### src/include/dmem_config.svh
`ifndef DMEM_CONFIG_SVH
`define DMEM_CONFIG_SVH

// Word width of both banks
`define DMEM_DATA_W 32

// Byte address width seen by each port
`define DMEM_ADDR_W 7

// Words held by one bank
`define DMEM_WORDS 16

// Address bit that picks the bank
// 0 selects the processor bank, 1 the controller bank
`define DMEM_BANK_BIT 6

`endif

### src/hw/mem_access_pkg.sv
`default_nettype none

package mem_access_pkg;

	// Load operation codes, 5 to 7 read back as zero
	typedef enum logic [2:0] {
		LD_W  = 3'd0,
		LD_H  = 3'd1,
		LD_HU = 3'd2,
		LD_B  = 3'd3,
		LD_BU = 3'd4
	} load_op_t;

	// Store operation codes
	typedef enum logic [1:0] {
		ST_W    = 2'd0,
		ST_H    = 2'd1,
		ST_B    = 2'd2,
		ST_NONE = 2'd3 // No write, flagged as an error
	} store_op_t;

endpackage

`default_nettype wire

### src/hw/mem_map_pkg.sv
`default_nettype none

`include "dmem_config.svh"

package mem_map_pkg;

	typedef enum logic {
		BANK_PROC = 1'b0,
		BANK_CTRL = 1'b1
	} bank_t;

	typedef logic [$clog2(`DMEM_WORDS)-1:0] word_idx_t; // Word within a bank

	typedef logic [$clog2(`DMEM_DATA_W / 8)-1:0] lane_t; // Byte lane within a word

	// One bit per byte lane, bit 0 is the low byte
	typedef logic [`DMEM_DATA_W/8-1:0] byte_en_t;

endpackage

`default_nettype wire

### src/hw/dmem_bank.sv
`default_nettype none

`include "dmem_config.svh"

module dmem_bank (
	input  logic                   clk,
	input  logic                   rst,

	// Write port a, processor side
	input  logic                   a_wr,
	input  mem_map_pkg::word_idx_t a_idx,
	input  mem_map_pkg::byte_en_t  a_be,
	input  logic [`DMEM_DATA_W-1:0] a_data,

	// Write port b, controller side
	input  logic                   b_wr,
	input  mem_map_pkg::word_idx_t b_idx,
	input  mem_map_pkg::byte_en_t  b_be,
	input  logic [`DMEM_DATA_W-1:0] b_data,

	// Registered read ports
	input  mem_map_pkg::word_idx_t a_rd_idx,
	input  mem_map_pkg::word_idx_t b_rd_idx,
	output logic [`DMEM_DATA_W-1:0] a_rd_data,
	output logic [`DMEM_DATA_W-1:0] b_rd_data
);

	localparam int LANES = `DMEM_DATA_W / 8;

	logic [`DMEM_DATA_W-1:0] mem [`DMEM_WORDS];

	// Reads sample the old contents, so a same-cycle store is not seen yet
	always_ff @(posedge clk) begin
		if (rst) begin
			for (int i = 0; i < `DMEM_WORDS; i++) begin
				mem[i] <= '0;
			end
			a_rd_data <= '0;
			b_rd_data <= '0;
		end else begin
			a_rd_data <= mem[a_rd_idx];
			b_rd_data <= mem[b_rd_idx];

			for (int l = 0; l < LANES; l++) begin
				if (a_wr && a_be[l]) begin
					mem[a_idx][8*l +: 8] <= a_data[8*l +: 8];
				end
			end

			// Port b last, so controller bytes win a collision
			for (int l = 0; l < LANES; l++) begin
				if (b_wr && b_be[l]) begin
					mem[b_idx][8*l +: 8] <= b_data[8*l +: 8];
				end
			end
		end
	end

endmodule

`default_nettype wire

### src/hw/dmem_port.sv
`default_nettype none

`include "dmem_config.svh"

module dmem_port (
	input  logic                      clk,
	input  logic                      rst,
	input  logic                      req,
	input  logic                      we,
	input  logic [`DMEM_ADDR_W-1:0]   addr,
	input  logic [`DMEM_DATA_W-1:0]   wdata,
	input  mem_access_pkg::load_op_t  load_op,
	input  mem_access_pkg::store_op_t store_op,

	// Write side into both banks
	output logic                      wr_proc,
	output logic                      wr_ctrl,
	output mem_map_pkg::word_idx_t    wr_idx,
	output mem_map_pkg::byte_en_t     wr_be,
	output logic [`DMEM_DATA_W-1:0]   wr_data,

	// Read side from this port's read port of both banks
	output mem_map_pkg::word_idx_t    rd_idx,
	input  logic [`DMEM_DATA_W-1:0]   rd_word_proc,
	input  logic [`DMEM_DATA_W-1:0]   rd_word_ctrl,

	output logic [`DMEM_DATA_W-1:0]   rdata,
	output logic                      rvalid,
	output logic                      err
);

	localparam int LANE_W = $bits(mem_map_pkg::lane_t);

	mem_map_pkg::bank_t       bank;
	mem_map_pkg::word_idx_t   word_idx;
	mem_map_pkg::lane_t       lane;
	logic                     load_aligned;
	logic                     store_aligned;
	logic                     store_go;

	mem_map_pkg::bank_t       bank_q;
	mem_map_pkg::lane_t       lane_q;
	mem_access_pkg::load_op_t op_q;

	// Address split into bank, word and lane
	assign bank     = mem_map_pkg::bank_t'(addr[`DMEM_BANK_BIT]);
	assign word_idx = addr[`DMEM_BANK_BIT-1:LANE_W];
	assign lane     = addr[LANE_W-1:0];

	assign rd_idx = word_idx; // Read every cycle, only used when a load was taken
	assign wr_idx = word_idx;

	always_comb begin
		case (load_op)
			mem_access_pkg::LD_W:  load_aligned = (lane == '0);
			mem_access_pkg::LD_H,
			mem_access_pkg::LD_HU: load_aligned = ~lane[0];
			default:               load_aligned = 1'b1; // Bytes and invalid codes
		endcase
	end

	// Store lanes are replicated so the byte enables alone pick the target
	always_comb begin
		store_aligned = 1'b0;
		wr_be         = '0;
		wr_data       = wdata;
		case (store_op)
			mem_access_pkg::ST_W: begin
				store_aligned = (lane == '0);
				wr_be         = '1;
			end
			mem_access_pkg::ST_H: begin
				store_aligned = ~lane[0];
				wr_be         = lane[1] ? 4'b1100 : 4'b0011;
				wr_data       = {2{wdata[15:0]}};
			end
			mem_access_pkg::ST_B: begin
				store_aligned = 1'b1;
				wr_be         = 4'b0001 << lane;
				wr_data       = {4{wdata[7:0]}};
			end
			default: begin
				store_aligned = 1'b0; // ST_NONE never writes
			end
		endcase
	end

	assign store_go = req && we && store_aligned;
	assign wr_proc  = store_go && (bank == mem_map_pkg::BANK_PROC);
	assign wr_ctrl  = store_go && (bank == mem_map_pkg::BANK_CTRL);

	always_ff @(posedge clk) begin
		if (rst) begin
			rvalid <= 1'b0;
			err    <= 1'b0;
		end else begin
			rvalid <= req && !we && load_aligned;
			err    <= req && (we ? !store_aligned : !load_aligned);
		end
	end

	// Load context for the extraction in the next cycle
	always_ff @(posedge clk) begin
		bank_q <= bank;
		lane_q <= lane;
		op_q   <= load_op;
	end

	always_comb begin
		logic [`DMEM_DATA_W-1:0] word;
		logic [15:0]             sel_half;
		logic [7:0]              sel_byte;

		word     = (bank_q == mem_map_pkg::BANK_CTRL) ? rd_word_ctrl : rd_word_proc;
		sel_half = lane_q[1] ? word[31:16] : word[15:0];
		sel_byte = word[8*lane_q +: 8];

		case (op_q)
			mem_access_pkg::LD_W:  rdata = word;
			mem_access_pkg::LD_H:  rdata = {{16{sel_half[15]}}, sel_half};
			mem_access_pkg::LD_HU: rdata = {16'h0, sel_half};
			mem_access_pkg::LD_B:  rdata = {{24{sel_byte[7]}}, sel_byte};
			mem_access_pkg::LD_BU: rdata = {24'h0, sel_byte};
			default:               rdata = '0;
		endcase

		if (!rvalid) begin
			rdata = '0; // Quiet bus unless a load returns
		end
	end

endmodule

`default_nettype wire

### src/hw/shared_dmem.sv
`default_nettype none

`include "dmem_config.svh"

module shared_dmem (
	input  logic                      clk,
	input  logic                      rst,

	// Processor port
	input  logic                      p_req,
	input  logic                      p_we,
	input  logic [`DMEM_ADDR_W-1:0]   p_addr,
	input  logic [`DMEM_DATA_W-1:0]   p_wdata,
	input  mem_access_pkg::load_op_t  p_load_op,
	input  mem_access_pkg::store_op_t p_store_op,
	output logic [`DMEM_DATA_W-1:0]   p_rdata,
	output logic                      p_rvalid,
	output logic                      p_err,

	// Controller port
	input  logic                      c_req,
	input  logic                      c_we,
	input  logic [`DMEM_ADDR_W-1:0]   c_addr,
	input  logic [`DMEM_DATA_W-1:0]   c_wdata,
	input  mem_access_pkg::load_op_t  c_load_op,
	input  mem_access_pkg::store_op_t c_store_op,
	output logic [`DMEM_DATA_W-1:0]   c_rdata,
	output logic                      c_rvalid,
	output logic                      c_err
);

	logic                    p_wr_proc, p_wr_ctrl;
	mem_map_pkg::word_idx_t  p_wr_idx, p_rd_idx;
	mem_map_pkg::byte_en_t   p_wr_be;
	logic [`DMEM_DATA_W-1:0] p_wr_data;

	logic                    c_wr_proc, c_wr_ctrl;
	mem_map_pkg::word_idx_t  c_wr_idx, c_rd_idx;
	mem_map_pkg::byte_en_t   c_wr_be;
	logic [`DMEM_DATA_W-1:0] c_wr_data;

	// Read words, named by bank then by reading port
	logic [`DMEM_DATA_W-1:0] proc_bank_p_rd, proc_bank_c_rd;
	logic [`DMEM_DATA_W-1:0] ctrl_bank_p_rd, ctrl_bank_c_rd;

	dmem_port u_proc_port (
		.clk          (clk),
		.rst          (rst),
		.req          (p_req),
		.we           (p_we),
		.addr         (p_addr),
		.wdata        (p_wdata),
		.load_op      (p_load_op),
		.store_op     (p_store_op),
		.wr_proc      (p_wr_proc),
		.wr_ctrl      (p_wr_ctrl),
		.wr_idx       (p_wr_idx),
		.wr_be        (p_wr_be),
		.wr_data      (p_wr_data),
		.rd_idx       (p_rd_idx),
		.rd_word_proc (proc_bank_p_rd),
		.rd_word_ctrl (ctrl_bank_p_rd),
		.rdata        (p_rdata),
		.rvalid       (p_rvalid),
		.err          (p_err)
	);

	dmem_port u_ctrl_port (
		.clk          (clk),
		.rst          (rst),
		.req          (c_req),
		.we           (c_we),
		.addr         (c_addr),
		.wdata        (c_wdata),
		.load_op      (c_load_op),
		.store_op     (c_store_op),
		.wr_proc      (c_wr_proc),
		.wr_ctrl      (c_wr_ctrl),
		.wr_idx       (c_wr_idx),
		.wr_be        (c_wr_be),
		.wr_data      (c_wr_data),
		.rd_idx       (c_rd_idx),
		.rd_word_proc (proc_bank_c_rd),
		.rd_word_ctrl (ctrl_bank_c_rd),
		.rdata        (c_rdata),
		.rvalid       (c_rvalid),
		.err          (c_err)
	);

	// Processor on bank port a, controller on port b
	dmem_bank u_proc_bank (
		.clk       (clk),
		.rst       (rst),
		.a_wr      (p_wr_proc),
		.a_idx     (p_wr_idx),
		.a_be      (p_wr_be),
		.a_data    (p_wr_data),
		.b_wr      (c_wr_proc),
		.b_idx     (c_wr_idx),
		.b_be      (c_wr_be),
		.b_data    (c_wr_data),
		.a_rd_idx  (p_rd_idx),
		.b_rd_idx  (c_rd_idx),
		.a_rd_data (proc_bank_p_rd),
		.b_rd_data (proc_bank_c_rd)
	);

	dmem_bank u_ctrl_bank (
		.clk       (clk),
		.rst       (rst),
		.a_wr      (p_wr_ctrl),
		.a_idx     (p_wr_idx),
		.a_be      (p_wr_be),
		.a_data    (p_wr_data),
		.b_wr      (c_wr_ctrl),
		.b_idx     (c_wr_idx),
		.b_be      (c_wr_be),
		.b_data    (c_wr_data),
		.a_rd_idx  (p_rd_idx),
		.b_rd_idx  (c_rd_idx),
		.a_rd_data (ctrl_bank_p_rd),
		.b_rd_data (ctrl_bank_c_rd)
	);

endmodule

`default_nettype wire

### config.mk
export PLATFORM = sky130hd
export DESIGN_NAME = shared_dmem
export DESIGN_NICKNAME = d
export VERILOG_FILES = /design/src/hw/mem_access_pkg.sv /design/src/hw/mem_map_pkg.sv /design/src/hw/dmem_bank.sv /design/src/hw/dmem_port.sv /design/src/hw/shared_dmem.sv
export VERILOG_INCLUDE_DIRS = /design/src /design/src/include
export SDC_FILE = /design/constraint.sdc
export NUM_CORES = 2
export LEC_CHECK = 0
export ABC_AREA = 1
export BUFFER_PORTS_ARGS = -buffer_cell sky130_fd_sc_hd__buf_4
export CAP_MARGIN = 30
export CORE_MARGIN = 4
export CORE_UTILIZATION = 48
export DETAILED_ROUTE_END_ITERATION = 8
export SYNTH_ARGS = -nofsm -noshare
export SYNTH_HDL_FRONTEND = slang
export SYNTH_SLANG_ARGS = --single-unit
### constraint.sdc
create_clock -name clk -period 5.15 [get_ports clk]
set_clock_uncertainty 0.2 [all_clocks]
set_input_delay 0.515 -clock clk [delete_from_list [all_inputs] [get_ports clk]]
set_output_delay 0.515 -clock clk [all_outputs]
set_load 0.005 [all_outputs]
==> metrics.md <==
| Metric | Value |
|---|---|
| Result of the run | finished, violations left |
| Violated checks | design-rule violations |
| Most frequent cells in the layout | nand2_1 (3771), nand3_1 (1135), a22oi_1 (1024), edfxtp_1 (1024), nor2_1 (356) |
| Fmax | 229.8 MHz |
| Cell-by-cell listing of the critical path | buf_4 -> inv_1 -> buf_4 -> o21ai_1 -> buf_4 -> nand2_1 -> nand3_1 -> nand2_1 -> nand2_1 -> nand3_1 -> nand2_1 -> inv_1 -> buf_4 |
| Number of endpoints failing setup at the final stage | 0 |
| Combined buffer and inverter count along the critical path | 6 |
| Routed WL | between 300 and 400 mm |
| Remaining number of nets flagged by the antenna check after routing | 0 |
| Syn avg cell area | 8.008 um^2 |
| Total DRC errors in the routed layout | 9 |
| Number of buffers inserted by post-CTS setup repair | 0 |
| Number of detailed-route iterations in the first pass | 9 |
| CTS tree | done |
| Hold_buf cts | 18 |
| Number of DRC markers after the initial detailed-route iteration | ~11000 |
| Layout filler cell count | ~14000 |
| Crit path max-delay cell type | nand2_1 |
| # placed instances | about 11000 |
| Deepest level of the CTS H-tree | 4 |
| YS warnings | 0 |
| Total grt overflow | 0 |
| Ratio of routed vias to standard cells | between 6 and 7 |
| Total negative slack | 0 ns |
| Arrival time reported for the critical path endpoint | around 3.6 ns |
| GR Util All Layers | 41.11% |
| Slew HR | between 20% and 30% |
| Count of instances resized after the clock tree is built | 0 |
| Post-layout total power | 24760 uW |
| Skew-Pair Late Insertion Delay | ~0.8 ns |
| Post-synthesis cell type count | 40 |
| Transition time at the pin with the least slew margin | between 1 and 1.5 ns |
| Max rail drop VDD | around 0.00034 V |
| Max-slew violation total from the final report | 0 |
| GRT met1 Usage | 54.68% |
| Clock tree root buffer cell | clkbuf_16 |
| Vias | a little over 70000 |
| Delay-heaviest family, CP | simple AND/OR/NAND/NOR gates |
| Most heavily used metal layer in global routing | met2 |
| Bufs on Longest Clock Path | 3 |
| Final Hold Viols | 0 |
| Maximum number of pins on one net before global-route repair | ~170 |
| Post-layout utilization of the core | ~54% |
| First-pass GRT wire length | between 400 and 500 mm |
| Number of placement rows | approximately 140 |
| Boundary Pins | ~160 |
| Static leakage | between 0.03 and 0.04 uW |
| Global routing usage on met2 | between 50% and 60% |
| Setup repair after global routing missed its margin | no |
| Cells after Synth | around 9000 |
| Area added between synthesis and finish | 10.82% |
| Clock buffer count from CTS | between 100 and 150 |
| Most common library cell in the layout ignoring fill and taps | nand2_1 |
| Minimum clock period after layout | between 4 and 5 ns |
| Critical Path Max Stage Delay | around 0.53 ns |
| Net total in the final layout | around 8900 |
| Fin cells | between 10000 and 15000 |
| Area enclosed by the die boundary | around 160000 um^2 |
| Number of sinks on the clock net | between 1000 and 1500 |
| Clk slew on worst S/H paths | ~0.070 ns |
| Die width | approximately 390 um |
| Reported max-cap violation count | 0 |
| Register bit count reported by yosys | 1168 |
| Kind of end point of the critical path | primary output |
| Sort of element at the start of the critical path | register |
| Portion of the post-synthesis area used by sequential elements | 46.81% |
| Initial Utilization | 48.49% |
| Port Buffers | between 150 and 200 |
| Via count of the first global-routing pass | between 60000 and 70000 |
| Antenna violations before repair | 8 |
| Routability-driven placement congestion ratio | just under 1 |
| Wire length per cell | between 30 and 40 um |
| Pwr per Cell Area | ~310 nW/um^2 |
| Final worst-path cycle share | a little over four fifths |
| Share of cells above drive strength 1 | 11.66% |
| Global-route met3 utilization | around 15% |
| Floorplan die height | about 400 um |
| Required time of the critical path | about 4.4 ns |
| Largest fanout on the critical path | 24 |
| Class of the most critical hold timing path | in2reg |
| Core region area | between 100000 and 150000 um^2 |
| Half-perimeter wire length of the detailed placement result | 213.1 mm |
| Combined area of all synthesized cells | about 72000 um^2 |
| Total nets after synthesis | between 9000 and 10000 |
| Setup Crit Path Kind | reg2out |
-- kinds of logic (layout without fill, tap and decap cells) --
logic type | count (synthesis) | in the layout | share of synthesized area [%]
buffers and inverters | 954 | 923 | 5.494
other | 0 | 5 | 0
adder cells (fa/ha/maj) | 8 | 8 | 0.1393
AND/OR/NAND/NOR | 5605 | 5605 | 35.20
AO/OA/AOI/OAI | 1238 | 1238 | 12.36
flip-flops | 1168 | 1168 | 46.81
-- worst register-to-register path, stage by stage (launching register included) --
cell and delay [ns]:
edfxtp_1 0.44, a22oi_1 0.23, nand2_1 0.15, nand2_1 0.10
nand2_1 0.05, nor2_1 0.76, nor2_1 0.10
-- per-layer routing --
metal / vias up / part of all wire, %
met4: 0 / 6.5
met2: 5870 / 41
met3: 1106 / 16
met5: - / 0
li1: 30800 / -
met1: 33520 / 37
-- state kept, by name (all words and copies together), names as in the netlist, 2 cells and up --
register	cells
u_proc_port.lane_q	2
u_proc_bank.mem	512
u_proc_bank.a_rd_data	32
u_ctrl_port.op_q	3
u_ctrl_bank.mem	512
u_proc_bank.b_rd_data	32
u_ctrl_bank.a_rd_data	32
u_ctrl_bank.b_rd_data	32
u_ctrl_port.lane_q	2
u_proc_port.op_q	3
-- final timing paths --
path	start	to	slack, ns	cells past startpoint
worst min-delay path	rst	u_ctrl_bank.a_rd_data[25]$_SDFF_PP0_	0.08	2
worst max register to register	u_proc_bank.mem[15][7]$_DFFE_PP_	u_proc_bank.b_rd_data[7]$_SDFF_PP0_	2.98	6
worst min register to register	u_proc_bank.mem[10][0]$_DFFE_PP_	u_proc_bank.a_rd_data[0]$_SDFF_PP0_	0.52	6
worst max-delay path	u_ctrl_port.bank_q$_DFF_P_	c_rdata[23]	0.80	13
-- cells in the mapped netlist --
| master | instances | share of area [%] |
|---|---|---|
| inv_2 | 143 | 0.75 |
| and2_1 | 10 | 0.087 |
| nor2_1 | 360 | 1.9 |
| and2_0 | 1 | 0.0087 |
| buf_1 | 74 | 0.39 |
| nand2_1 | 3777 | 20 |
| o21ai_1 | 34 | 0.24 |
| o21a_1 | 1 | 0.010 |
| nand3_4 | 117 | 2.9 |
| nor3_2 | 128 | 1.8 |
| o22ai_1 | 31 | 0.27 |
| buf_12 | 5 | 0.14 |
| buf_2 | 97 | 0.68 |
| nand4_1 | 2 | 0.017 |
| o21bai_1 | 3 | 0.031 |
| dfxtp_1 | 144 | 4.0 |
| nand2_2 | 13 | 0.11 |
| clkinv_2 | 8 | 0.056 |
| o211ai_1 | 25 | 0.26 |
| nor2_2 | 8 | 0.070 |
| nor2_4 | 15 | 0.24 |
| nand3_2 | 10 | 0.14 |
| or2_0 | 1 | 0.0087 |
| buf_6 | 15 | 0.24 |
| clkbuf_1 | 423 | 2.2 |
| a31oi_1 | 6 | 0.052 |
| buf_4 | 8 | 0.084 |
| nor2_8 | 7 | 0.20 |
| ha_1 | 8 | 0.14 |
| a211oi_1 | 1 | 0.010 |
| clkinv_1 | 2 | 0.010 |
| a22oi_1 | 1024 | 11 |
| or2_2 | 15 | 0.13 |
| o21ai_0 | 75 | 0.52 |
| a21oi_1 | 38 | 0.26 |
| edfxtp_1 | 1024 | 43 |
| nor3_1 | 6 | 0.042 |
| buf_8 | 1 | 0.021 |
| nand3_1 | 1135 | 7.9 |
| inv_1 | 178 | 0.93 |
-- through the flow --
stage	cell area, um^2	hold WS, ns	setup slack [ns]
finish	79630	0.07501	0.7986
global route	79630	0.07357	0.6536
CTS	79570	0.04596	0.8954
detailed placement	75130	0.4335	1.279
global placement	74760	0.4335	1.322
floorplan	71850	0.3427	2.584
-- cell type report --
cell class	instances	area, um^2	share of cell area, %
clock buffers	179	3774	4.739
well taps	1930	2415	3.033
diodes	5	12.51	0.01571
repair buffers	352	3212	4.033
inverters	331	1269	1.593
clock inverters	61	489.2	0.6144
multi-input cells	6851	34830	43.74
flip-flops and latches	1168	33630	42.24
-- power breakdown --
group / internal [uW] / total (uW) / switching, uW
clock: 5530 / 9620 / 4090
sequential: 10800 / 11200 / 404
combinational: 848 / 3930 / 3090
total: 17200 / 24800 / 7580
(Power assumes the default switching activity.)
